### config.mk
export PLATFORM = sky130hd
export DESIGN_NAME = job_decode
export DESIGN_NICKNAME = d
export VERILOG_FILES = /design/src/common/hbm_rd_pkg.sv /design/src/source/job_decode.sv
export SDC_FILE = /design/constraint.sdc
export NUM_CORES = 1
export LEC_CHECK = 0
export ABC_AREA = 1
export ABC_CLOCK_PERIOD_IN_PS = 7450
export BUFFER_PORTS_ARGS = -buffer_cell sky130_fd_sc_hd__buf_4
export CORE_MARGIN = 3
export CORE_UTILIZATION = 50
export CTS_BUF_LIST = sky130_fd_sc_hd__clkbuf_4
export DETAILED_ROUTE_END_ITERATION = 10
export GPL_TIMING_DRIVEN = 0
export PLACE_DENSITY = 0.8
export SLEW_MARGIN = 20
export SYNTH_ARGS = -nofsm -noshare
export SYNTH_HDL_FRONTEND = slang
export SYNTH_SLANG_ARGS = --single-unit
### constraint.sdc
create_clock -name hbm_clk -period 7.45 [get_ports hbm_clk]
set_input_delay 1.1175 -clock hbm_clk [delete_from_list [all_inputs] [get_ports hbm_clk]]
set_output_delay 1.1175 -clock hbm_clk [all_outputs]
set_load 0.005 [all_outputs]
### src/common/hbm_rd_pkg.sv
package hbm_rd_pkg;

    ////////////////////////////////////////////////////////////////////////////
    // widths and sizes
    ////////////////////////////////////////////////////////////////////////////

    localparam int CHAN_DATA_W   = 256;     // one pseudo-channel beat
    localparam int ENGINE_DATA_W = 512;     // one engine word, two beats
    localparam int NUM_CHAN      = 2;       // channel pair per engine
    localparam int HBM_ADDR_W    = 33;      // 8G byte space
    localparam int STRIDE_W      = 32;      // byte step between bursts
    localparam int NBITS_W       = 8;       // bit plane count
    localparam int DIM_W         = 16;      // 8-beat blocks per plane
    localparam int CNT_W         = 24;      // burst and beat counters

    localparam int BURST_BEATS   = 8;       // beats per read burst
    localparam int BEAT_BYTES    = 32;      // 256 bits

    // channel 1 region sits this far above channel 0
    localparam logic [HBM_ADDR_W-1:0] CHAN_SPAN = 33'h0_0800_0000;

    localparam int FIFO_DEPTH    = 16;
    localparam int FIFO_PTR_W    = $clog2(FIFO_DEPTH);
    localparam int FIFO_AFULL    = 8;       // half full, one burst of slack

    localparam int RD_MAX_OUTST  = 4;       // bursts in flight per channel
    localparam int OUTST_W       = 3;       // holds 0..RD_MAX_OUTST

    ////////////////////////////////////////////////////////////////////////////
    // bundles
    ////////////////////////////////////////////////////////////////////////////

    // job parameters, latched once per start edge
    typedef struct packed {
        logic [HBM_ADDR_W-1:0] base_addr;
        logic [STRIDE_W-1:0]   stride;
        logic [CNT_W-1:0]      num_bursts;  // per channel
        logic [CNT_W-1:0]      num_beats;   // num_bursts * BURST_BEATS
    } job_cfg_t;

    // read address request
    typedef struct packed {
        logic [HBM_ADDR_W-1:0] addr;
        logic [7:0]            len;         // beats - 1
    } ar_req_t;

    // read data beat
    typedef struct packed {
        logic [CHAN_DATA_W-1:0] data;
        logic                   last;
    } r_beat_t;

    // engine word, filled as two channel halves, consumed as one bus
    typedef union packed {
        logic [ENGINE_DATA_W-1:0]          raw;
        logic [1:0][CHAN_DATA_W-1:0]       half;  // [0] chan 0, [1] chan 1
    } engine_word_u;

endpackage

### src/source/job_decode.sv
`timescale 1ns/1ps

module job_decode import hbm_rd_pkg::*; (
    input  logic                  hbm_clk,
    input  logic                  hbm_rstn,

    input  logic                  start_i,           // level from software
    input  logic [HBM_ADDR_W-1:0] base_addr_i,
    input  logic [STRIDE_W-1:0]   stride_i,
    input  logic [NBITS_W-1:0]    number_of_bits_i,
    input  logic [DIM_W-1:0]      dim_blocks_i,

    input  logic                  job_done_i,        // from pair merger
    output job_cfg_t              cfg_o,
    output logic                  launch_o,          // one cycle
    output logic                  busy_o
);

    logic             start_d1;
    logic             start_d2;
    logic             start_rise;
    logic             fire;
    logic [CNT_W-1:0] bursts;

    ////////////////////////////////////////////////////////////////////////////
    // start edge
    ////////////////////////////////////////////////////////////////////////////

    always_ff @(posedge hbm_clk) begin
        if (!hbm_rstn) begin
            start_d1 <= 1'b0;
            start_d2 <= 1'b0;
        end else begin
            start_d1 <= start_i;
            start_d2 <= start_d1;
        end
    end

    assign start_rise = start_d1 & ~start_d2;   // low-to-high only
    assign fire       = start_rise & ~busy_o;   // edges during a job dropped

    // 8 x 16 bit product fits the 24 bit counter exactly
    assign bursts = number_of_bits_i * dim_blocks_i;

    ////////////////////////////////////////////////////////////////////////////
    // launch and busy
    ////////////////////////////////////////////////////////////////////////////

    always_ff @(posedge hbm_clk) begin
        if (!hbm_rstn) begin
            launch_o <= 1'b0;
            busy_o   <= 1'b0;
        end else begin
            launch_o <= fire;
            if (fire) begin
                busy_o <= 1'b1;             // high from the launch cycle on
            end else if (job_done_i) begin
                busy_o <= 1'b0;
            end
        end
    end

    // parameters held until the next accepted edge
    always_ff @(posedge hbm_clk) begin
        if (fire) begin
            cfg_o.base_addr  <= base_addr_i;
            cfg_o.stride     <= stride_i;
            cfg_o.num_bursts <= bursts;
            cfg_o.num_beats  <= CNT_W'(bursts * BURST_BEATS);
        end
    end

endmodule

### Yosys cells after proc, flatten, opt, wreduce, memory -nomap -nowiden

Index checks and enable logic that the tools add are counted.

* multiply operators: 1
* muxes and demuxes: 2
* bitwise gates (word level): 4
* reductions and logical operators: 1

Operators by type and width (number)
* $mul A8 B16 Y24: 1
* $and A1 B1 Y1: 2
* $mux W1: 2
* $not A1 Y1: 2
* $reduce_bool A2 Y1: 1

* bits in registers: 114
* input port bits: 93
* output and inout bits: 115
* logic and storage cells: 16

### Longest topological paths before layout

* depth in word-level cells: 4
* gate-level depth with buffers: 22
* gate-level depth less buffers: 21

### Least setup slack after synthesis

OpenSTA, ideal clock, no wires.

* kind: reg2reg
* from: reg busy_o
* to: reg busy_o
* setup time: 0.086 ns
* arrival time: 7.033 ns
* required time: 7.364 ns
* setup slack: 0.331 ns
* stages on the path, launching flop included: 4
* buffers on the path: 0
* clock period less this slack: 7.119 ns
* path through: dfxtp_1 > nor3_1 > inv_1 > a21oi_1

* longest elaborated chain between the ends: 3
* elaborated cells between the ends (all ways): 4
* those cells by class: mux: 1; bitwise: 2; reduce/logical: 1

Ends and longest elaborated chain
* start: declaration: line job_decode.sv:16 `output logic busy_o`
* start signal: assignment: line job_decode.sv:52 `busy_o <= 1'b0;`
* start signal: assignment: line job_decode.sv:56 `busy_o <= 1'b1;`
* start signal: assignment: line job_decode.sv:58 `busy_o <= 1'b0;`
* $not A1 Y1 (*): line job_decode.sv:40 `assign fire = start_rise & ~busy_o;`
* $and A1 B1 Y1 (*): line job_decode.sv:40
* named net fire: line job_decode.sv:22 `logic fire;`
* $mux W1 / $reduce_bool A2 Y1 (equally long branches)

Mark *: on every way through the listed nets, which the timed path passes. The rest lies on a longest branch.
A chain may end at the register's enable or synchronous reset.

### Worst setup path in the final report

* from: in number_of_bits_i[7]
* to: reg cfg_o[43] (netlist bit), data pin

* longest elaborated chain between the ends: 1

Ends and longest elaborated chain
* start: declaration: line job_decode.sv:10 `input logic [NBITS_W-1:0] number_of_bits_i,`
* $mul A8 B16 Y24: line job_decode.sv:43 `assign bursts = number_of_bits_i * dim_blocks_i;`
* named net bursts[19]: line job_decode.sv:23 `logic [CNT_W-1:0] bursts;`
* end: declaration: line job_decode.sv:14 `output job_cfg_t cfg_o,`

The timed path passes the listed nets, and every way through them passes these cells.

==> impl_metrics.env <==
export IMPL_first_pass_iters=5
export IMPL_yosysWarnings=0
export IMPL_wire_per_inst_um=14.10
export IMPL_switching_share_pct=43.54
export IMPL_ys_flop_type="edfxtp_1"
export IMPL_crit_chain="clkbuf_1 > clkbuf_1 > nand2_1 > inv_1 > fa_1 > fa_1 > fa_1 > inv_1 > fa_1 > inv_1 > ha_1 > a21oi_1 > and2_4 > nor2_1 > nor2_1 > nand2_1 > nand2_1 > nand2_1"
export IMPL_cts_root_buf="clkbuf_4"
export IMPL_synthTopCellsByArea="edfxtp_1 (35%), fa_1 (22%), inv_1 (12%)"
export IMPL_end_kind="register"
export IMPL_cp_num_buf_inv=5
export IMPL_wirelength_um=17670
export IMPL_criticalPathCategory="input pin to register"
export IMPL_critical_path_max_stage_delay_ns=0.57
export IMPL_switching_power_mw=1.167
export IMPL_final_hold_viol_count=0
export IMPL_period_needed_ns=5.356
export IMPL_drive_above_1_share_pct=24.16
export IMPL_finalClockSkew_ns=0.02678
export IMPL_max_clock_freq_mhz=186.7
export IMPL_dieHeight_um=130.1
export IMPL_cts_setup_buffers=0
export IMPL_first_iter_violations=351
export IMPL_cts_hold_buf=0
export IMPL_final_max_slew_viol_count=0
export IMPL_pwr_share_clk_pct=11.7
export IMPL_cts_buffer_depth=2
export IMPL_netlist_area_sq_mm=0.007697
export IMPL_synth_common_cells="inv_1 (250), nand2_1 (238), edfxtp_1 (89), fa_1 (84), ha_1 (44)"
export IMPL_cp_arrival_ns=5.56
export IMPL_cts_tree="done"
export IMPL_num_nets_final=1284
export IMPL_grt_pass1_wl_um=28310
export IMPL_critPathSlowestCell="clkbuf_1"
export IMPL_clkLatencyLatePin_ns=0.43
export IMPL_critPathMaxFanout=10
export IMPL_antenna_found_initial=1
export IMPL_yosysTopAreaCell="edfxtp_1"
export IMPL_ir_drop_mv=0.1793
export IMPL_synth_cell_types=26
export IMPL_relSlewSlack_pct=55.82
export IMPL_power_frac_comb_pct=61.2
export IMPL_postSynthCellCount=861
export IMPL_drc=0
export IMPL_power_density_mw_per_mm2=281.1
export IMPL_die_area_sq_mm=0.01692
export IMPL_cts_resized=0
export IMPL_yosysMostFrequentCell="inv_1"
export IMPL_fp_row_count=44
export IMPL_cts_sinks=93
export IMPL_io_pins=208
export IMPL_outcome="complete, no violations"
export IMPL_overflow=0
export IMPL_fillers=1234
export IMPL_setup_worst_path_start_class="input pin"
export IMPL_ys_seq_area_share_pct=35.76
export IMPL_rsz0062_at_grt="no"
export IMPL_setup_violations=0
export IMPL_die_w_um=130.1
export IMPL_gp_congestion=0.8651
export IMPL_whs_ns=0.4431
export IMPL_clk_pin_slew_ns=0.15
export IMPL_seq_power_share_pct=27.1
export IMPL_htree_levels=3
export IMPL_crit_family="adder cells"
export IMPL_required_ns=7.65
export IMPL_design_core_area_sq_mm=0.01481
export IMPL_p_int_mw=1.514
export IMPL_ys_ff_latch=93
export IMPL_min_period_over_period_pct=71.89
export IMPL_io_buffer_count=180
export IMPL_grt_pass1_vias=5989
export IMPL_viasPerCell=4.690
export IMPL_dp_hpwl_um=15210
export IMPL_cts_made_buffers=9
export IMPL_synthArstFlopShare_pct=0
export IMPL_area_growth_pct=23.89
export IMPL_synth_edf_count=89
export IMPL_final_setup_worst_slack_ns=2.094
export IMPL_initial_core_util_pct=51.98
export IMPL_grt_start_max_net_pins=18
export IMPL_post_synth_cell_area_avg_sq_um=8.940
export IMPL_min_path_type="register to register"
export IMPL_grtUsageTotal_pct=21.43
export IMPL_ant_nets=0
export IMPL_worstMarginPinSlew_ns=0.6627
export IMPL_detailroute_via_count=5877
export IMPL_maxCapViolations=0
export IMPL_place_ws_ns=1.607
export IMPL_final_util_pct=64.40
export IMPL_power_leakage_nw=5.435
export IMPL_synth_top_area_share_pct=34.72
[power by group through the flow]
stage	clock, mW	sequential [mW]	combinational (mW)
finish	0.313	0.727	1.64
global route	0.347	0.733	1.90
CTS	0.321	0.728	1.66
detailed placement	0	0.741	1.65
global placement	0	0.747	1.61
floorplan	0	0.740	1.17
[cells in the final DEF (no fill, tap or decap), drive strengths merged]
cell	netlist	final
inv	253	255
conb	1	3
edfxtp	89	89
fa	84	84
nor2	25	25
xnor2	2	2
clkinvlp	0	1
ha	44	44
clkinv	0	1
and2	2	2
bufinv	0	2
nand2	247	247
diode	0	1
a21oi	13	13
clkbuf	30	40
o21bai	4	4
dfxtp	4	4
xor2	8	8
nor3	5	5
buf	26	215
nand3b	1	1
nand3	21	21
nand4	2	2
[cells by family (layout without fill, tap and decap cells)]
logic type	after synthesis	count (layout)	share of synthesized area, %
compound gates	17	17	1.333
xor+xnor	10	10	1.138
fa+ha+maj	128	128	29.00
buf+inv	309	514	16.24
flops	93	93	35.76
other cells	1	4	0.04872
simple gates	303	303	16.48
[registers in the layout, summed over array words and instances (netlist names)]
name and count:
start_d1 1, cfg_o 89, launch_o 1, start_d2 1
busy_o 1
[through the flow]
stage                     setup TNS, ns  std cells  instance area (sq um)  total power, mW
final                                 0       1253                   9537            2.681
after global routing                  0       1253                   9537            2.980
after CTS                             0       1252                   9534            2.709
after detailed placement              0       1236                   9363            2.390
after global placement          -171.56       1227                   9286            2.354
after floorplan                       0        863                   7705            1.911
[worst register-to-register path, stage by stage (launching register included)]
cell and delay (ns):
dfxtp_1 0.36, nor3_2 0.54, buf_6 0.23, buf_4 0.19
buf_4 0.21, buf_4 0.22
[final timing paths]
check / startpoint / end / slack, ns / cells past startpoint
worst min register to register: start_d1$_SDFF_PN0_ / start_d2$_SDFF_PN0_ / 0.44 / 2
worst max-delay path: number_of_bits_i[7] / cfg_o[43]$_DFFE_PP_ / 2.09 / 18
worst min-delay path: start_d1$_SDFF_PN0_ / start_d2$_SDFF_PN0_ / 0.44 / 2
worst max register to register: busy_o$_SDFFE_PN0P_ / cfg_o[48]$_DFFE_PP_ / 5.42 / 5
[layout make-up]
class,count,area (sq um),share of cell area (%)
Multi-Input combinational cell,461,3707,38.87
Antenna cell,1,2.502,0.02624
Timing Repair Buffer,189,1423,14.92
Buffer,56,300.3,3.149
Inverter,253,949.7,9.958
Clock inverter,6,96.34,1.010
Clock buffer,10,75.07,0.7872
Sequential cell,93,2753,28.86
Tap cell,184,230.2,2.414
[layer usage]
metal,global-route usage (%),part of all wire [%],vias up
li1,-,-,2874
met1,24.79,36,2786
met2,40.71,55,195
met3,3.193,7.1,22
met4,6.479,1.8,0
met5,0,0,-
No activity file was read; power rests on OpenSTA's default activity.
