`src/common/hbm_rd_pkg.sv`:
```
package hbm_rd_pkg;

    ////////////////////////////////////////////////////////////////////////////
    // widths and sizes
    ////////////////////////////////////////////////////////////////////////////

    localparam int CHAN_DATA_W   = 256;     // one pseudo-channel beat
    localparam int ENGINE_DATA_W = 512;     // one engine word, two beats
    localparam int NUM_CHAN      = 2;       // channel pair per engine
    localparam int HBM_ADDR_W    = 33;      // 8G byte space
    localparam int STRIDE_W      = 32;      // byte step between bursts
    localparam int NBITS_W       = 8;       // bit plane count
    localparam int DIM_W         = 16;      // 8-beat blocks per plane
    localparam int CNT_W         = 24;      // burst and beat counters

    localparam int BURST_BEATS   = 8;       // beats per read burst
    localparam int BEAT_BYTES    = 32;      // 256 bits

    // channel 1 region sits this far above channel 0
    localparam logic [HBM_ADDR_W-1:0] CHAN_SPAN = 33'h0_0800_0000;

    localparam int FIFO_DEPTH    = 16;
    localparam int FIFO_PTR_W    = $clog2(FIFO_DEPTH);
    localparam int FIFO_AFULL    = 8;       // half full, one burst of slack

    localparam int RD_MAX_OUTST  = 4;       // bursts in flight per channel
    localparam int OUTST_W       = 3;       // holds 0..RD_MAX_OUTST

    ////////////////////////////////////////////////////////////////////////////
    // bundles
    ////////////////////////////////////////////////////////////////////////////

    // job parameters, latched once per start edge
    typedef struct packed {
        logic [HBM_ADDR_W-1:0] base_addr;
        logic [STRIDE_W-1:0]   stride;
        logic [CNT_W-1:0]      num_bursts;  // per channel
        logic [CNT_W-1:0]      num_beats;   // num_bursts * BURST_BEATS
    } job_cfg_t;

    // read address request
    typedef struct packed {
        logic [HBM_ADDR_W-1:0] addr;
        logic [7:0]            len;         // beats - 1
    } ar_req_t;

    // read data beat
    typedef struct packed {
        logic [CHAN_DATA_W-1:0] data;
        logic                   last;
    } r_beat_t;

    // engine word, filled as two channel halves, consumed as one bus
    typedef union packed {
        logic [ENGINE_DATA_W-1:0]          raw;
        logic [1:0][CHAN_DATA_W-1:0]       half;  // [0] chan 0, [1] chan 1
    } engine_word_u;

endpackage

```
`src/reader/chan_reader.sv`:
```
`timescale 1ns/1ps

module chan_reader import hbm_rd_pkg::*; #(
    parameter int CHAN_ID = 0                    // selects channel region
) (
    input  logic                   hbm_clk,
    input  logic                   hbm_rstn,

    input  job_cfg_t               cfg_i,
    input  logic                   launch_i,

    // read address
    output ar_req_t                ar_o,
    output logic                   ar_valid_o,
    input  logic                   ar_ready_i,

    // read data
    input  r_beat_t                r_i,
    input  logic                   r_valid_i,
    output logic                   r_ready_o,

    // toward the channel fifo
    input  logic                   fifo_afull_i,
    output logic                   push_o,
    output logic [CHAN_DATA_W-1:0] push_beat_o
);

    logic                  active;          // bursts still to issue
    logic [CNT_W-1:0]      burst_cnt;
    logic [HBM_ADDR_W-1:0] ar_addr;
    logic [OUTST_W-1:0]    outst;           // issued, last beat not back yet
    logic                  ar_fire;
    logic                  r_fire;
    logic                  burst_end;

    ////////////////////////////////////////////////////////////////////////////
    // address phase
    ////////////////////////////////////////////////////////////////////////////

    // outst only drops while valid is up, so valid holds until the handshake
    assign ar_valid_o = active & (outst < OUTST_W'(RD_MAX_OUTST));
    assign ar_fire    = ar_valid_o & ar_ready_i;

    assign ar_o.addr  = ar_addr;
    assign ar_o.len   = 8'(BURST_BEATS - 1);    // always 8 beats

    always_ff @(posedge hbm_clk) begin
        if (!hbm_rstn) begin
            active    <= 1'b0;
            burst_cnt <= '0;
        end else if (launch_i) begin
            active    <= (cfg_i.num_bursts != '0);
            burst_cnt <= '0;
        end else if (ar_fire) begin
            burst_cnt <= burst_cnt + CNT_W'(1);
            if (burst_cnt == cfg_i.num_bursts - CNT_W'(1)) begin
                active <= 1'b0;             // final request accepted
            end
        end
    end

    // strided walk from the channel base
    always_ff @(posedge hbm_clk) begin
        if (launch_i) begin
            ar_addr <= cfg_i.base_addr + HBM_ADDR_W'(CHAN_ID) * CHAN_SPAN;
        end else if (ar_fire) begin
            ar_addr <= ar_addr + HBM_ADDR_W'(cfg_i.stride);
        end
    end

    ////////////////////////////////////////////////////////////////////////////
    // data phase
    ////////////////////////////////////////////////////////////////////////////

    assign r_ready_o   = ~fifo_afull_i;         // back-pressure from fifo
    assign r_fire      = r_valid_i & r_ready_o;
    assign burst_end   = r_fire & r_i.last;

    assign push_o      = r_fire;
    assign push_beat_o = r_i.data;

    // bursts in flight
    always_ff @(posedge hbm_clk) begin
        if (!hbm_rstn) begin
            outst <= '0;
        end else begin
            case ({ar_fire, burst_end})
                2'b10:   outst <= outst + OUTST_W'(1);
                2'b01:   outst <= outst - OUTST_W'(1);
                default: outst <= outst;    // none or both
            endcase
        end
    end

endmodule

```
`config.mk`:
```
export PLATFORM = sky130hd
export DESIGN_NAME = chan_reader
export DESIGN_NICKNAME = d
export VERILOG_FILES = /design/src/common/hbm_rd_pkg.sv /design/src/reader/chan_reader.sv
export SDC_FILE = /design/constraint.sdc
export NUM_CORES = 1
export LEC_CHECK = 0
export BUFFER_PORTS_ARGS = -buffer_cell sky130_fd_sc_hd__buf_4
export CORE_AREA = 2 2 263 265
export DETAILED_ROUTE_END_ITERATION = 10
export DIE_AREA = 0 0 265 267
export PLACE_DENSITY = 0.43
export SLEW_MARGIN = 40
export SYNTH_ARGS = -nofsm -noshare
export SYNTH_HDL_FRONTEND = slang
export SYNTH_SLANG_ARGS = --single-unit
```
`constraint.sdc`:
```
create_clock -name hbm_clk -period 5.5 [get_ports hbm_clk]
set_clock_uncertainty 0.15 [all_clocks]
set_input_delay 0.55 -clock hbm_clk [delete_from_list [all_inputs] [get_ports hbm_clk]]
set_output_delay 0.55 -clock hbm_clk [all_outputs]
set_load 0.005 [all_outputs]
```
# Yosys cells after proc, flatten, opt, wreduce, memory -nomap -nowiden
# Index checks and enable logic that the tools add are counted.
[totals]
register_bits = 61
inputBits = 376
out_inout_bits = 300
[op_classes]
n_reduce_logical = 6
muxes = 6
bitwise_logic = 6
magnitude_cmp = 1
eq_ne = 3
add_sub_neg = 5
[op_table]
columns = ["operator", "n"]
rows = [
  ["33-bit two-way mux", 2],
  ["33-bit by 32-bit adder with 33-bit output", 1],
  ["24-bit by 1-bit adder with 24-bit output, second input constant", 1],
  ["24-bit == test", 1],
  ["24-bit nonzero test", 1],
  ["24-bit by 1-bit subtractor with 24-bit output, second input constant", 1],
  ["3-bit case mux with 2 select lines", 1],
  ["2-bit nonzero test", 3],
  ["1-bit bitwise AND", 4],
  ["3-bit by 1-bit adder with 3-bit output, second input constant", 1],
  ["3-bit less-than comparator, second input constant", 1],
  ["1-bit two-way mux", 3],
  ["3-bit by 1-bit subtractor with 3-bit output, second input constant", 1],
  ["2-bit by 1-bit == test with 1-bit output, second input constant", 1],
  ["2-bit == test, second input constant", 1],
  ["1-bit inverter", 2],
  ["2-bit AND reduction", 1],
  ["2-bit OR reduction", 1],
]

# Longest topological paths before layout
[depth]
word_depth = 5
depth_mapped = 12
mapped_depth_nobuf = 11

# Worst setup path after synthesis
# OpenSTA, ideal clock, no wires.
[synth_path]
kind = "input-to-reg"
startpoint = "input cfg_i[48] (netlist bit)"
endpoint = "register ar_addr[20] (data pin)"
setup_time_ps = 267
path_slack_ps = 2142
required_time_ps = 5083
cell_stages = 11
t_arrival_ps = 2941
cell_sequence = "ha_1 fa_1 a21o_1 a221oi_2 nand2_1 a221oi_1 o21ai_1 a211o_1 a21oi_1 xor2_1 o21ai_0"
[synth_between]
elab_chain_len = 3
[synth_lines]
columns = ["item", "line", "rtl"]
rows = [
  ["start: declaration", "chan_reader.sv:9", "input job_cfg_t cfg_i,"],
  ["33-bit by 32-bit adder with 33-bit output", "chan_reader.sv:67", "ar_addr <= ar_addr + HBM_ADDR_W'(cfg_i.stride);"],
  ["33-bit two-way mux", "chan_reader.sv:66", "end else if (ar_fire) begin"],
  ["33-bit two-way mux", "chan_reader.sv:64", "if (launch_i) begin"],
  ["end signal: assignment", "chan_reader.sv:65", "ar_addr <= cfg_i.base_addr + HBM_ADDR_W'(CHAN_ID) * CHAN_SPAN;"],
  ["end signal: assignment", "chan_reader.sv:67", ""],
  ["end: declaration", "chan_reader.sv:30", "logic [HBM_ADDR_W-1:0] ar_addr;"],
]
# Every way passes these cells. The select of a mux whose other input is x is not followed.
# A chain may end at the register's enable or synchronous reset.

# Worst setup path after layout
[layout_path]
startpoint = "register ar_addr[0]"
endpoint = "register ar_addr[28] (data pin)"
[layout_between]
elab_chain_len = 3
[layout_lines]
columns = ["item", "line"]
rows = [
  ["33-bit by 32-bit adder with 33-bit output", "chan_reader.sv:67"],
  ["33-bit two-way mux", "chan_reader.sv:66"],
  ["33-bit two-way mux", "chan_reader.sv:64"],
]
# Every way passes these cells. The select of a mux whose other input is x is not followed.

==> metrics.md <==
| Metric | Value |
|---|---|
| Syn_area_per_cell | 8.160 µm² |
| Area Growth Syn to Fin | 5.506% |
| I/O Buffers | 131 |
| CTS tree | done |
| Xor/xnor cell area share of the yosys netlist | 9.666% |
| Slew @ Worst Pin | 0.6593 ns |
| Area share of and/or/nand/nor cells after synthesis | 15.80% |
| Maximum Capacitance Violations | 0 |
| Flop2flop setup slack | roughly 1.6 ns |
| Gr usage total | ~6.3% |
| Post-synthesis mux area share | 0.6277% |
| Final setup vio count | 0 |
| Slowest cell delay on critical path | 0.58 ns |
| Hold Fails Final Rpt | 0 |
| Register area share after synthesis | 22.24% |
| CTS sink count | 61 |
| Yosys top cell by area | buf_4 |
| Rows | between 90 and 100 |
| Slew HR | 55.71% |
| R2R Path End | ar_addr[28]$_DFFE_PP_ |
| TritonRoute pass-1 iters | 5 |
| Clk buf depth | 2 |
| Final period util | a little under three quarters |
| Synth Flop Type | edfxtp_1 |
| Max Clock Freq | approximately 250 MHz |
| Leak | 2.698 nW |
| Synth unique cells | 65 |
| TNS Setup | 0 ns |
| CP Capture Type | flop |
| Initial antenna violation count | 0 |
| Worst Path Max Fanout | 5 |
| CP arrival | 3.88 ns |
| Number of DRC violations after detailed-routing iteration 0 | 334 |
| Max IR drop VDD | 0.0001170 V |
| Complex-gate fraction of the synthesized area | between 10 and 15% |
| Max Slew Vio Count | 0 |
| CTS-repair resized insts | 0 |
| CP max-delay cell | a221oi_1 |
| Area of the mapped netlist | 6977 µm² |
| HP Class | in2reg |
| Vias | 5120 |
| Proportion of netlist area held by the largest area contributor | between 20% and 30% |
| Ys async rst share | 0% |
| Avg WL per Cell | 14.00 µm |
| Worst path cell trace | ha_1 > fa_1 > a21o_1 > a221oi_2 > nand2_1 > a221oi_1 > o21bai_1 > a21bo_2 > a21oi_1 > xor2_1 > o21ai_0 |
| Io pins | between 600 and 700 |
| Die Wd | around 270 µm |
| Worst EP required | 5.45 ns |
| FILL cells | 7933 |
| Cell Pwr Density | about 250 nW/µm² |
| Detail Route Antenna Nets | 0 |
| Adder-cell share of the synthesized area | 6.851% |
| EDFF count, synth | 33 |
| Critical Path Source | ar_addr[0]$_DFFE_PP_ |
| Height of the die | 267 µm |
| #FFs+latches synth | 61 |
| Status | completed |
| Core area | 67990 µm² |
| Vias per inst | around 3.2 |
| Multi-input logic area | approximately 3300 µm² |
| Initial Util | 10.26% |
| Share of post-route cells with drive strength above 1 | a little under a quarter |
| Final core occ | 10.83% |
| Clk_lat worst skew | 0.37 ns |
| Min cycle time layout | between 3 and 4 ns |
| Largest family of logic cells by synthesized area | buffers and inverters |
| Nature of the critical path startpoint | flop |
| HPWL after DPL | about 18000 µm |
| Drc violations | 0 |
| RSZ-0062 raised after global routing | no |
| Clock slew seen by the registers of the worst setup and hold paths | ~0.070 ns |
| Vias in the first global route | 5234 |
| Reg-to-Reg Start | ar_addr[0]$_DFFE_PP_ |
| Final #Nets | around 1100 |
| CTS Root Cell | clkbuf_16 |
| ANT cells | 0 |
| Congestion Overflow GR | 0 |
| First-pass GRT wire length | 32720 µm |
| Register area | between 1500 and 2000 µm² |
| Final WL | 22570 µm |
| Yosys warns | 0 |
| Largest net degree at the start of global routing | 41 |
| Critical path class | reg2reg |
| Setup crit end | ar_addr[28]$_DFFE_PP_ |
| Synth top area cells | buf_4, edfxtp_1, dfxtp_1 |
| Hold buffer count at CTS | 0 |
| Synthesized instance count | 855 |
| Setup bufs post-CTS | 0 |
| Routability cong. | 0.7860 |
| Num CTS Buffers | 9 |
| Reg2Reg Depth | 11 |
| H-tree levels | 3 |
| Die ar. | slightly above 70000 µm² |
==> layout by cell type (no fill, tap or decap), types with 8 or more instances in the layout <==
master	count
a21o_1	16
a21oi_1	36
and3_1	11
buf_4	134
clkbuf_16	9
conb_1	8
dfxtp_1	28
edfxtp_1	33
ha_1	35
inv_1	15
nand2_1	78
nand3_1	16
nor2_1	44
nor3_1	9
o21ai_0	52
or3_1	8
xnor2_1	35
xor2_1	42
==> registers in the layout (all words and copies together), names as in the netlist <==
name,flops
ar_addr,33
burst_cnt,24
outst,3
active,1
==> per-layer routing <==
layer / GRT usage [%] / part of all wire, %
met1: 7.367 / 44
met2: 8.825 / 41
met3: 4.382 / 13
met4: 1.893 / 1.5
met5: 1.386 / 0.55
==> Yosys cell counts, types with 3 or more instances <==
master	number
and3_1	11
xor2_1	42
and2_1	7
nor4b_1	3
or3_1	8
or2_2	3
o21bai_1	4
nor3b_1	3
ha_1	35
buf_4	264
nand3b_1	4
a31oi_1	5
a21o_1	16
clkbuf_1	13
nor2_1	44
o21ai_0	52
nand4_1	7
nand2b_1	7
nor3_1	9
a21boi_0	3
inv_1	15
dfxtp_1	28
o311a_1	3
mux2_2	3
nand3_1	16
o21a_1	4
o211ai_1	7
a211oi_1	3
nand2_1	79
nor4_1	3
a21oi_1	36
nor2b_1	4
edfxtp_1	33
o31ai_1	7
xnor2_1	35
==> cell families (layout without fill, tap and decap cells) <==
kind of cell / Yosys count / in the layout
buffers and inverters: 297 / 166
and+or+nand+nor: 220 / 220
AOI/OAI and AO/OA: 157 / 157
xor gates and xnor gates: 77 / 77
DFF: 61 / 61
adders and majority gates: 37 / 37
muxes: 4 / 4
other: 2 / 8
==> area by class of cell <==
cell class | instances | area share, %
multi-input cells | 503 | 45.49
inverters | 16 | 0.8159
well taps | 882 | 14.99
clock buffers | 9 | 3.060
clock inverters | 7 | 0.9009
repair buffers | 134 | 13.67
flip-flops and latches | 61 | 21.08
==> power breakdown <==
part	leakage [nW]	switching [mW]	internal (mW)	total (mW)
logic	2.01	0.359	0.306	0.666
clock network	0.135	0.249	0.348	0.597
registers	0.557	0.0346	0.546	0.581
==> through the flow <==
stage | worst slack [ns] | total power [mW] | area, µm² | cells | hold slack, ns
3_3_place_gp | 1.252 | 1.266 | 7056 | 1596 | 0.3374
5_1_grt | 1.343 | 1.984 | 7361 | 1612 | 0.2969
6_report | 1.567 | 1.844 | 7361 | 1612 | 0.3134
2_1_floorplan | 2.142 | 1.141 | 6999 | 861 | 0.3000
3_5_place_dp | 1.251 | 1.267 | 7069 | 1596 | 0.3392
4_1_cts | 1.510 | 1.891 | 7361 | 1612 | 0.2839
==> worst max-delay path, delay by kind of cell (launching register included) <==
family          cells  cell delay, ns
compound gates      7            2.04
fa+ha+maj           2            0.73
flops               1            0.40
simple gates        1            0.18
xor+xnor            1            0.15
==> worst min path at each step <==
stage	from	end	slack, ns	cells after the start
floorplan	active$_SDFFE_PN0P_	active$_SDFFE_PN0P_	0.30	2
global route	cfg_i[92]	ar_addr[12]$_DFFE_PP_	0.30	3
detailed placement	active$_SDFFE_PN0P_	active$_SDFFE_PN0P_	0.34	2
global placement	active$_SDFFE_PN0P_	active$_SDFFE_PN0P_	0.34	2
CTS	cfg_i[94]	ar_addr[14]$_DFFE_PP_	0.28	3
finish	cfg_i[94]	ar_addr[14]$_DFFE_PP_	0.31	3
No activity file was read; power rests on OpenSTA's default activity.
