`src/common/hbm_rd_pkg.sv`:
```
package hbm_rd_pkg;

    ////////////////////////////////////////////////////////////////////////////
    // widths and sizes
    ////////////////////////////////////////////////////////////////////////////

    localparam int CHAN_DATA_W   = 256;     // one pseudo-channel beat
    localparam int ENGINE_DATA_W = 512;     // one engine word, two beats
    localparam int NUM_CHAN      = 2;       // channel pair per engine
    localparam int HBM_ADDR_W    = 33;      // 8G byte space
    localparam int STRIDE_W      = 32;      // byte step between bursts
    localparam int NBITS_W       = 8;       // bit plane count
    localparam int DIM_W         = 16;      // 8-beat blocks per plane
    localparam int CNT_W         = 24;      // burst and beat counters

    localparam int BURST_BEATS   = 8;       // beats per read burst
    localparam int BEAT_BYTES    = 32;      // 256 bits

    // channel 1 region sits this far above channel 0
    localparam logic [HBM_ADDR_W-1:0] CHAN_SPAN = 33'h0_0800_0000;

    localparam int FIFO_DEPTH    = 16;
    localparam int FIFO_PTR_W    = $clog2(FIFO_DEPTH);
    localparam int FIFO_AFULL    = 8;       // half full, one burst of slack

    localparam int RD_MAX_OUTST  = 4;       // bursts in flight per channel
    localparam int OUTST_W       = 3;       // holds 0..RD_MAX_OUTST

    ////////////////////////////////////////////////////////////////////////////
    // bundles
    ////////////////////////////////////////////////////////////////////////////

    // job parameters, latched once per start edge
    typedef struct packed {
        logic [HBM_ADDR_W-1:0] base_addr;
        logic [STRIDE_W-1:0]   stride;
        logic [CNT_W-1:0]      num_bursts;  // per channel
        logic [CNT_W-1:0]      num_beats;   // num_bursts * BURST_BEATS
    } job_cfg_t;

    // read address request
    typedef struct packed {
        logic [HBM_ADDR_W-1:0] addr;
        logic [7:0]            len;         // beats - 1
    } ar_req_t;

    // read data beat
    typedef struct packed {
        logic [CHAN_DATA_W-1:0] data;
        logic                   last;
    } r_beat_t;

    // engine word, filled as two channel halves, consumed as one bus
    typedef union packed {
        logic [ENGINE_DATA_W-1:0]          raw;
        logic [1:0][CHAN_DATA_W-1:0]       half;  // [0] chan 0, [1] chan 1
    } engine_word_u;

endpackage

```
`src/source/pair_merge.sv`:
```
`timescale 1ns/1ps

module pair_merge import hbm_rd_pkg::*; (
    input  logic                   hbm_clk,
    input  logic                   hbm_rstn,

    input  job_cfg_t               cfg_i,
    input  logic                   launch_i,

    // channel fifo heads
    input  logic [CHAN_DATA_W-1:0] beat0_i,
    input  logic [CHAN_DATA_W-1:0] beat1_i,
    input  logic                   empty0_i,
    input  logic                   empty1_i,
    output logic                   pop_o,           // pops both fifos

    // engine side
    output engine_word_u           engine_data_o,
    output logic                   engine_valid_o,
    input  logic                   engine_afull_i,

    output logic                   job_done_o       // one cycle
);

    logic             afull_q;
    logic [CNT_W-1:0] word_cnt;
    logic             last_word;

    ////////////////////////////////////////////////////////////////////////////
    // pop and word forming
    ////////////////////////////////////////////////////////////////////////////

    // both halves present and engine not near full
    assign pop_o = ~empty0_i & ~empty1_i & ~afull_q;

    always_ff @(posedge hbm_clk) begin
        if (pop_o) begin
            engine_data_o.half[0] <= beat0_i;   // chan 0 low half
            engine_data_o.half[1] <= beat1_i;   // chan 1 high half
        end
    end

    always_ff @(posedge hbm_clk) begin
        if (!hbm_rstn) begin
            afull_q        <= 1'b0;
            engine_valid_o <= 1'b0;
        end else begin
            afull_q        <= engine_afull_i;   // at most two words after rise
            engine_valid_o <= pop_o;
        end
    end

    ////////////////////////////////////////////////////////////////////////////
    // job end
    ////////////////////////////////////////////////////////////////////////////

    assign last_word = engine_valid_o & (word_cnt == cfg_i.num_beats - CNT_W'(1));

    always_ff @(posedge hbm_clk) begin
        if (!hbm_rstn) begin
            word_cnt   <= '0;
            job_done_o <= 1'b0;
        end else begin
            if (launch_i) begin
                word_cnt <= '0;             // new job
            end else if (engine_valid_o) begin
                word_cnt <= word_cnt + CNT_W'(1);
            end
            job_done_o <= last_word;        // cycle after final word
        end
    end

endmodule

```
`config.mk`:
```
export PLATFORM = sky130hd
export DESIGN_NAME = pair_merge
export DESIGN_NICKNAME = d
export VERILOG_FILES = /design/src/common/hbm_rd_pkg.sv /design/src/source/pair_merge.sv
export SDC_FILE = /design/constraint.sdc
export NUM_CORES = 1
export LEC_CHECK = 0
export BUFFER_PORTS_ARGS = -buffer_cell sky130_fd_sc_hd__buf_2
export CORE_AREA = 2 2 442 444
export CTS_CLUSTER_DIAMETER = 100
export DETAILED_ROUTE_END_ITERATION = 6
export DIE_AREA = 0 0 444 446
export MAX_ROUTING_LAYER = met4
export SYNTH_ARGS = -nofsm -noshare
export SYNTH_HDL_FRONTEND = slang
export SYNTH_SLANG_ARGS = --single-unit
```
`constraint.sdc`:
```
create_clock -name hbm_clk -period 69.6 [get_ports hbm_clk]
set_input_delay 13.92 -clock hbm_clk [delete_from_list [all_inputs] [get_ports hbm_clk]]
set_output_delay 13.92 -clock hbm_clk [all_outputs]
set_load 0.005 [all_outputs]
```
* Yosys cells after proc, flatten, opt, wreduce, memory -nomap -nowiden *
Index checks and enable logic that the tools add are counted.

word-level totals
  input port bits = 631
  bits in registers = 539
  word-level logic and storage cells = 16

cells by class
  bitwise operators = 7
  $add $sub $neg = 2
  equal/unequal tests = 1
  reduce and logical (&&, ||, !) cells = 1

operators by type and width
  cell                   count
  $add 24x1->24 const B  1
  $eq 24x24->1           1
  $sub 24x1->24 const B  1
  $not 1->1              4
  $and 1x1->1            3
  $reduce_or 2->1        1

* Longest topological paths before layout *
Gate-level depths: netlist of run 1.

  word-level depth = 3
  depth in mapped cells = 8
  depth with buffers taken out = 8

* Least setup slack after synthesis of run 1 *
OpenSTA, ideal clock, no wires.

  path kind = input-to-output
  from = input port empty1_i
  to = output port pop_o
  arrival = 49,102 ps
  buffers on the path = 0
  stages on the path = 1
  path slack = 6,578 ps
  path through = nor3_1

on the way
  cells in the longest elaborated chain, start to end = 3

ends and longest elaborated chain
  element                   RTL line          text
  start, declared           pair_merge.sv:14  input logic empty1_i,
  $not 1->1                 pair_merge.sv:34  assign pop_o = ~empty0_i & ~empty1_i & ~afull_q;
  $and 1x1->1 (2 in a row)  pair_merge.sv:34
  end, declared             pair_merge.sv:15  output logic pop_o,

Every way passes these cells.

* Worst setup path in the final report of run 1 *
Ends and elaborated chain as after synthesis.

==> out/metrics.csv, run 1 <==
metric;value;unit
VDD IR max;0.0000163;V
Initial Util;8.96;%
Crit path max-delay family;buffers and inverters;
CTS resizes;0;
FP Rows;162;
critical path type;in -> out;
register area share after synthesis;91.8;%
Post-Syn Nets;1388;
largest net degree at the start of global routing;115;
share of the synthesized area in the top cell type;88.7;%
fmax;34.9;MHz
Req. time, crit path;55.68;ns
total negative slack;0;ns
first-pass GRT wire length;164000;um
CP bufs+invs;3;
top-count cell post-synth;edfxtp_1;
cell count after synthesis;755;
Routed WL;140000;um
PwrDens;29.4;nW/um2
worst rel slew slack;21.2;%
Skew-Pair Late Insertion Delay;0.67;ns
Synth area leaders;edfxtp_1, dfxtp_1, xnor2_1, xor2_1, nor2_1;
Hold WC Path Type;reg -> reg;
Worst setup SP type;primary input;
placed inst area;25800;um2
Final Skew;0.0280;ns
status;finished, final reports clean;
max-cap viol count;0;
post-CTS setup buffer count;0;
clock root cell;clkbuf_16;
count of final setup violators;0;
Die W;444;um
remaining antenna violation count;0;
layout cell share with drive strength beyond 1;61.3;%
fin area;28500;um2
distinct cell type count after synthesis;50;
Die H;446;um
# fillers;21500;
DRC;0;
CTS Buf Count;77;
Final Slew Violations;0;
detailed placer's ending HPWL;122000;um
Worst Max-Slew Pin Slew;1.18;ns
# H-tree levels;3;
Synth area leader;edfxtp_1;
initial antenna violation count;214;
GPL Wtd Cong;1.02;
full die area;198000;um2
Worst Path Arrival;14.72;ns
drt initial violations;1167;
post-synthesis async set-or-reset flop share;0;%
CP cell instances;buf_2, nor3_2, buf_4, buf_2;
CTS tree;yes;
RSZ-0062 raised after global routing;no;
Max stage delay on crit path;0.33;ns
mapped cell area;17300;um2
Routed WL per cell;30.9;um
DR vias;13400;
Synth Area per Inst;23.0;um2
core area;194000;um2
port buffer count;1056;
#FFs+latches synth;539;
fin crit period;28.64;ns
Area growth, synth to finish;64.6;%
Sink Count;539;
top cells by count, synth;edfxtp_1, nor2_1, xnor2_1;
GRT overflow;0;
crit end category;output port;
global-route usage over all layers;13.9;%
Tcrit/Tclk final;41.1;%
crit-path most repeated cell;buf_2;
CP max-delay cell;buf_4;
number of synthesized flops with an enable pin;512;
P_leak;0.0108;uW
vias in the first global route;12600;
Pre-antenna DRT Iters;5;
nets;2523;
cts hold-fix bufs;0;
crit path max fanout;16;
vias per std cell;2.98;
I/O pin cnt;1146;
clk slew on worst S/H paths;0.05;ns
final hold vios;0;
Yosys warning total;0;
clk buf depth;3;
top_reg_cell synth;edfxtp_1;
==> worst reg2reg max path: cells and delay by family, from the launching register on <==
kind	cells	cell delay, ns
buffers and inverters	5	3.32
DFF	1	0.32
and+or+nand+nor	1	0.11
==> logic make-up (layout without fill, tap and decap cells) <==
family          after synthesis  count (layout)  synth area share (%)
compound gates               30              30                  1.25
fa+ha+maj                     2               2                 0.144
xor+xnor                     50              50                  2.53
buf+inv                      15            1210                 0.397
mux                           4               4                 0.253
simple gates                115             115                  3.66
other cells                   0              28                     0
flops                       539             539                  91.8
==> layout by cell type (no fill, tap or decap), types with 3 or more instances in the layout <==
master,netlist,routed
buf_2,1,1056
edfxtp_1,512,512
clkbuf_16,0,78
nor2_1,32,32
diode_2,0,28
xnor2_1,28,28
dfxtp_1,27,27
xor2_1,22,22
nor3_1,14,13
nand2_1,12,12
clkinv_1,0,12
bufinv_16,0,11
nand4_1,10,10
clkinv_2,0,10
nand3_1,9,9
clkbuf_1,5,8
inv_1,7,7
buf_4,1,7
a21oi_1,6,6
and2_1,6,6
nor4_1,5,5
o21ai_0,5,5
or3_1,5,5
clkinvlp_4,0,5
clkinv_4,0,5
inv_6,0,4
nand2b_1,3,3
and4_1,3,3
or4_4,3,3
a31oi_1,3,3
mux2_2,3,3
clkinv_8,0,3
==> per-layer routing <==
| layer | GRT usage, % | wire length, um | vias to the layer above |
|---|---|---|---|
| met1 | 12.9 | 44200 | 6419 |
| met5 | - | 0 | - |
| met2 | 22.1 | 66800 | 1191 |
| met3 | 9.94 | 22900 | 520 |
| met4 | 5.41 | 5980 | 0 |
| li1 | - | - | 5317 |
==> cell type report <==
type / count / area [um2] / share of cell area [%]
diodes: 28 / 70.1 / 0.246
clock buffers: 87 / 2000 / 6.99
clock inverters: 52 / 632 / 2.21
inverters: 7 / 26.3 / 0.0921
multi-input cells: 201 / 1360 / 4.77
flip-flops and latches: 539 / 15900 / 55.8
well taps: 2542 / 3180 / 11.1
repair buffers: 1064 / 5360 / 18.8
==> through the flow <==
step	std cells	hold slack (ns)	power, uW	setup slack [ns]	util (%)
4_1_cts	4492	0.554	857	40.91	14.7
5_1_grt	4518	0.590	871	40.88	14.7
3_3_place_gp	4353	0.538	433	40.91	13.4
3_5_place_dp	4353	0.547	433	40.92	13.4
6_report	4520	0.568	840	40.96	14.7
2_1_floorplan	755	0.492	403	6.58	-
==> sequential cells by signal, indices dropped and copies added (netlist names) <==
| name | count |
|---|---|
| engine_valid_o | 1 |
| word_cnt | 24 |
| afull_q | 1 |
| engine_data_o | 512 |
| job_done_o | 1 |
==> worst paths after layout <==
kind                      from  depth (start not counted)            endpoint  slack (ns)
hold / removal    word_cnt[13]                          2        word_cnt[13]        0.57
hold reg to reg   word_cnt[13]                          2        word_cnt[13]        0.57
setup reg to reg       afull_q                          6  engine_data_o[125]       65.36
setup / recovery      empty1_i                          4               pop_o       40.96
==> power by group <==
part	total [uW]	internal [uW]	switching [uW]
clock	415	249	166
sequential	374	370	3.85
combinational	52.2	19.2	33.0
(Power assumes the default switching activity.)
==> run 2, diff against run 1 <==
==> constraint.sdc (replaced) <==
create_clock -name hbm_clk -period 28.7 [get_ports hbm_clk]
set_input_delay 5.74 -clock hbm_clk [delete_from_list [all_inputs] [get_ports hbm_clk]]
set_output_delay 5.74 -clock hbm_clk [all_outputs]
set_load 0.005 [all_outputs]
==> run 2 against run 1 <==
Critical path depth did not move. First-iteration DRC count rose by 8.7%. Clock skew fell by 0.010 ns. Non-clock buffer count rose by 1. Hold slack barely moved.
==> out/metrics.csv, run 2 (same netlist as run 1, synthesis figures left out) <==
metric;value;unit;change
status;finished, final reports clean;;
Skew-Pair Late Insertion Delay;0.69;ns;+0.02 ns
worst r2r src;afull_q;;
Area growth, synth to finish;64.3;%;
nets;2522;;-0.040%
Final Skew;0.0180;ns;-0.00996 ns
Flop pwr share;44.8;%;+0.3 points
clock root cell;clkbuf_16;;
Pre-antenna DRT Iters;6;;+1
CTS tree;yes;;
initial antenna violation count;217;;+1.4%
I/O pin cnt;1146;;unchanged
drt initial violations;1269;;+8.7%
global-route usage over all layers;14.6;%;+0.68 points
vias in the first global route;12800;;+1.5%
r2r worst-path depth;6;;unchanged
Hold Path Sink;word_cnt[6];;
detailed placer's ending HPWL;129000;um;+5.6%
GPL Wtd Cong;1.05;;+2.8%
most frequent cells in the layout;buf_2, edfxtp_1, clkbuf_16, nor2_1, xnor2_1;;
# fillers;21500;;-0.098%
Die W;444;um;unchanged
switching share of total power;24.0;%;-0.071 points
P_sw;487;uW;+140%
largest net degree at the start of global routing;87;;-24%
Routed WL;146000;um;+4.5%
worst hold start;word_cnt[6];;
count of final setup violators;0;;unchanged
# H-tree levels;3;;unchanged
port buffer count;1056;;unchanged
Max stage delay on crit path;0.35;ns;+0.02 ns
max reg flops;512;;unchanged
placed insts;4354;;+0.023%
Final Slew Violations;0;;unchanged
final hold vios;0;;unchanged
crit path max fanout;23;;+7
Sink Count;539;;unchanged
PwrDens;71.1;nW/um2;+140%
GRT overflow;0;;unchanged
clk slew on worst S/H paths;0.06;ns;about the same
FP Rows;162;;unchanged
post-route insts no fill;4524;;+0.088%
P_int;1540;uW;+140%
crit-path most repeated cell;buf_2;;
Hold WC Path Type;reg -> reg;;
Worst Path Arrival;6.57;ns;-8.15 ns
full die area;198000;um2;unchanged
P_leak;0.0108;uW;-0.23%
Clk pwr share;48.9;%;-0.4 points
Crit path max-delay family;buffers and inverters;;
CTS resizes;0;;unchanged
fin area;28500;um2;-0.18%
fmax;81.3;MHz;
total power;2020;uW;+140%
VDD IR max;0.0000367;V;+120%
R2R Path End;engine_data_o[110];;
DR vias;13300;;-1.1%
worst rel slew slack;23.4;%;+2.3 points
core area;194000;um2;unchanged
Worst Max-Slew Pin Slew;1.15;ns;-0.0338 ns
Tcrit/Tclk final;42.9;%;
clk buf depth;3;;unchanged
critical path type;in -> out;;
Routed WL per cell;32.3;um;+4.4%
hold path depth;2;;unchanged
first-pass GRT wire length;170000;um;+4.1%
vias per std cell;2.94;;-1.2%
R2R setup slack;24.41;ns;-40.95 ns
remaining antenna violation count;0;;unchanged
CP cell instances;buf_2, nor3_4, buf_4, buf_2;;
CP max-delay cell;buf_4;;
Initial Util;8.96;%;unchanged
DRC;0;;unchanged
Worst setup SP type;primary input;;
placed inst area;25800;um2;about the same
crit end category;output port;;
commonest non-fill, non-tap cell in the layout;buf_2;;
CP bufs+invs;3;;unchanged
layout cell share with drive strength beyond 1;61.3;%;about the same
Req. time, crit path;22.96;ns;-32.72 ns
Die H;446;um;unchanged
RSZ-0062 raised after global routing;no;;
max-cap viol count;0;;unchanged
CTS Buf Count;75;;-2.6%
fin crit period;12.31;ns;
post-CTS setup buffer count;0;;unchanged
cts hold-fix bufs;0;;unchanged
Gate power share;6.3;%;about the same
total negative slack;0;ns;unchanged
-- run 2: cell types whose count changed in the layout (fill, tap and decap cells not counted), moves of 2 or more --
cell	delta
clkinv_1	-2
diode_2	+5
clkbuf_16	-2
clkinv_4	-2
buf_4	+2
clkbuf_8	+2
-- run 2: worst max path at each step --
stage             start  endpoint  slack, ns  depth (start not counted)
2_1_floorplan  empty1_i     pop_o       5.54                          1
3_3_place_gp   empty1_i     pop_o      16.35                          4
3_5_place_dp   empty1_i     pop_o      16.35                          4
4_1_cts        empty1_i     pop_o      16.35                          4
5_1_grt        empty1_i     pop_o      16.32                          4
6_report       empty1_i     pop_o      16.39                          4
-- run 2: worst register-to-register path: stages (launching register included) --
cell and delay [ns]:
dfxtp_1 0.33, nor3_4 0.10, buf_4 0.35, buf_4 0.71, buf_4 0.74, buf_4 0.64
buf_4 0.94
-- run 2: routing by layer --
layer / share of wire, % / track usage (%)
met1: 30 / 12.7
met2: 48 / 23.5
met3: 18 / 11.5
met4: 3.9 / 5.46
met5: 0 / -
-- run 2: power by group through the flow --
| stage | Clock [uW] | Sequential [uW] | Combinational (uW) |
|---|---|---|---|
| after CTS | 1020 | 907 | 130 |
| after global routing | 1050 | 908 | 139 |
| after detailed placement | 0 | 922 | 130 |
| after floorplan | 0 | 936 | 15.9 |
| after global placement | 0 | 922 | 129 |
| final | 990 | 906 | 128 |
-- run 2: layout make-up --
| cell class | count | area (um2) | share of cell area, % |
|---|---|---|---|
| sequential | 539 | 15900 | 55.9 |
| clock buffer | 88 | 1980 | 6.94 |
| clock inverter | 49 | 587 | 2.06 |
| inverter | 7 | 26.3 | 0.0922 |
| timing repair buffer | 1065 | 5350 | 18.8 |
| multi-input combinational | 201 | 1370 | 4.80 |
| tap | 2542 | 3180 | 11.2 |
| antenna | 33 | 82.6 | 0.290 |
-- run 2: stage by stage --
stage | util [%] | hold WS [ns] | setup slack, ns
after detailed placement | 13.4 | 0.559 | 16.35
final | 14.7 | 0.567 | 16.39
after global placement | 13.4 | 0.543 | 16.35
after floorplan | - | 0.492 | 5.54
after global routing | 14.7 | 0.605 | 16.32
after CTS | 14.7 | 0.568 | 16.35
==> run 3, diff against run 2 <==
--- a/config.mk
+++ b/config.mk
@@ -6,10 +6,10 @@
 export NUM_CORES = 1
 export LEC_CHECK = 0
 export BUFFER_PORTS_ARGS = -buffer_cell sky130_fd_sc_hd__buf_2
-export CORE_AREA = 2 2 442 444
+export CORE_AREA = 2 2 451 453
 export CTS_CLUSTER_DIAMETER = 100
 export DETAILED_ROUTE_END_ITERATION = 6
-export DIE_AREA = 0 0 444 446
+export DIE_AREA = 0 0 453 455
 export MAX_ROUTING_LAYER = met4
 export SYNTH_ARGS = -nofsm -noshare
 export SYNTH_HDL_FRONTEND = slang
==> constraint.sdc (replaced) <==
create_clock -name hbm_clk -period 9.9 [get_ports hbm_clk]
set_input_delay 1.98 -clock hbm_clk [delete_from_list [all_inputs] [get_ports hbm_clk]]
set_output_delay 1.98 -clock hbm_clk [all_outputs]
set_load 0.005 [all_outputs]
==> run 3 against run 2 <==
Global-route usage decreased by 0.80 points. First-iteration DRC count increased by 3.9%. Final area decreased by 0.59%. Flip-flop and latch count unchanged. Sequential share of layout area increased by 0.33 points. Hold slack got worse by 0.028 ns. Register-to-register slack got worse by 18 ns. Critical path depth unchanged. Non-clock buffer count decreased by 3. Highest routed layer unchanged.
==> out/metrics.csv, run 3 (same netlist as run 1, synthesis figures left out) <==
metric;value;unit;change
Final Slew Violations;0;;unchanged
vias in the first global route;12400;;-3.0%
clk buf depth;3;;unchanged
Final Skew;0.0237;ns;+0.00571 ns
Sink Count;539;;unchanged
Pre-antenna DRT Iters;5;;-1
drt initial violations;1319;;+3.9%
Initial Util;8.62;%;-0.34 points
count of final setup violators;0;;unchanged
full die area;206000;um2;+4.1%
FP Rows;165;;+1.9%
Skew-Pair Late Insertion Delay;0.67;ns;-0.02 ns
Routed WL per cell;31.6;um;-2.3%
P_leak;0.0107;uW;-1.4%
nets;2510;;-0.48%
I/O pin cnt;1146;;unchanged
vias per std cell;2.93;;-0.35%
CTS Buf Count;66;;-12%
commonest non-fill, non-tap cell in the layout;buf_2;;
Worst Max-Slew Pin Slew;1.05;ns;-0.0948 ns
Worst Path Arrival;3.12;ns;-3.45 ns
cts hold-fix bufs;0;;unchanged
post-CTS setup buffer count;0;;unchanged
Worst setup SP type;primary input;;
critical path type;in -> out;;
GRT overflow;0;;unchanged
# H-tree levels;3;;unchanged
VDD IR max;0.000100;V;+170%
initial antenna violation count;221;;+1.8%
crit end category;output port;;
fin crit period;5.10;ns;
DRC;0;;unchanged
global-route usage over all layers;13.8;%;-0.80 points
PwrDens;198;nW/um2;+180%
core area;201000;um2;+4.0%
status;finished, final reports clean;;
Die H;455;um;+2.0%
GPL Wtd Cong;1.09;;+3.8%
Routed WL;146000;um;about the same
detailed placer's ending HPWL;128000;um;-0.35%
final hold vios;0;;unchanged
port buffer count;1056;;unchanged
post-route insts no fill;4629;;+2.3%
clock root cell;clkbuf_16;;
largest net degree at the start of global routing;138;;+59%
max-cap viol count;0;;unchanged
fmax;196;MHz;
first-pass GRT wire length;168000;um;-1.7%
RSZ-0062 raised after global routing;no;;
placed inst area;26000;um2;+0.64%
Die W;453;um;+2.0%
remaining antenna violation count;0;;unchanged
Req. time, crit path;7.92;ns;-15.04 ns
CTS resizes;0;;unchanged
CTS tree;yes;;
layout cell share with drive strength beyond 1;60.9;%;-0.44 points
Area growth, synth to finish;63.3;%;
DR vias;13600;;+2.0%
crit path max fanout;134;;+480%
max reg flops;512;;unchanged
clk slew on worst S/H paths;0.06;ns;about the same
Hold WC Path Type;reg -> reg;;
worst rel slew slack;29.8;%;+6.3 points
# fillers;22500;;+4.8%
Tcrit/Tclk final;51.5;%;
placed insts;4481;;+2.9%
most frequent cells in the layout;buf_2, edfxtp_1, clkbuf_16, nor2_1, xnor2_1;;
fin area;28300;um2;-0.59%
run 3: path summary, 6_finish.rpt:
| kind | startpoint | cells past startpoint | end | slack (ns) |
|---|---|---|---|---|
| max | empty1_i | 4 | pop_o | 4.80 |
| min | word_cnt[23] | 2 | word_cnt[23] | 0.54 |
| max reg2reg | afull_q | 4 | engine_data_o[442] | 6.62 |
| min reg2reg | word_cnt[23] | 2 | word_cnt[23] | 0.54 |
run 3: final cells by class:
cell class | instances | area, um2 | share of cell area, %
flip-flops and latches | 539 | 15900 | 56.2
repair buffers | 1062 | 5360 | 18.9
well taps | 2672 | 3340 | 11.8
clock buffers | 76 | 1730 | 6.11
multi-input cells | 201 | 1370 | 4.83
clock inverters | 42 | 505 | 1.78
diodes | 30 | 75.1 | 0.265
inverters | 7 | 26.3 | 0.0928
run 3: stage by stage:
stage | utilization (%) | setup WS [ns] | power (uW) | hold WS [ns] | setup TNS [ns]
after floorplan | - | -5.74 | 2760 | 0.492 | -2409.97
after global placement | 12.9 | 4.72 | 3050 | 0.521 | 0
after detailed placement | 12.9 | 4.72 | 3060 | 0.519 | 0
after CTS | 14.0 | 4.72 | 5720 | 0.537 | 0
after global routing | 14.1 | 4.69 | 5810 | 0.563 | 0
final | 14.1 | 4.80 | 5610 | 0.540 | 0
run 3: layer usage:
layer | vias to the layer above | GRT usage [%] | routed length (um)
li1 | 5278 | - | -
met1 | 6449 | 12.2 | 44400
met2 | 1300 | 21.6 | 68400
met3 | 531 | 10.5 | 25300
met4 | 0 | 6.30 | 7960
met5 | - | - | 0
run 3: report_power, final:
group / switching (uW) / internal (uW)
clock: 1080 / 1530
sequential: 24.6 / 2600
combinational: 247 / 135
run 3: worst max-delay path, stage by stage:
cell    delay, ns
buf_2        0.11
nor3_4       0.20
buf_12       0.57
buf_2        0.24
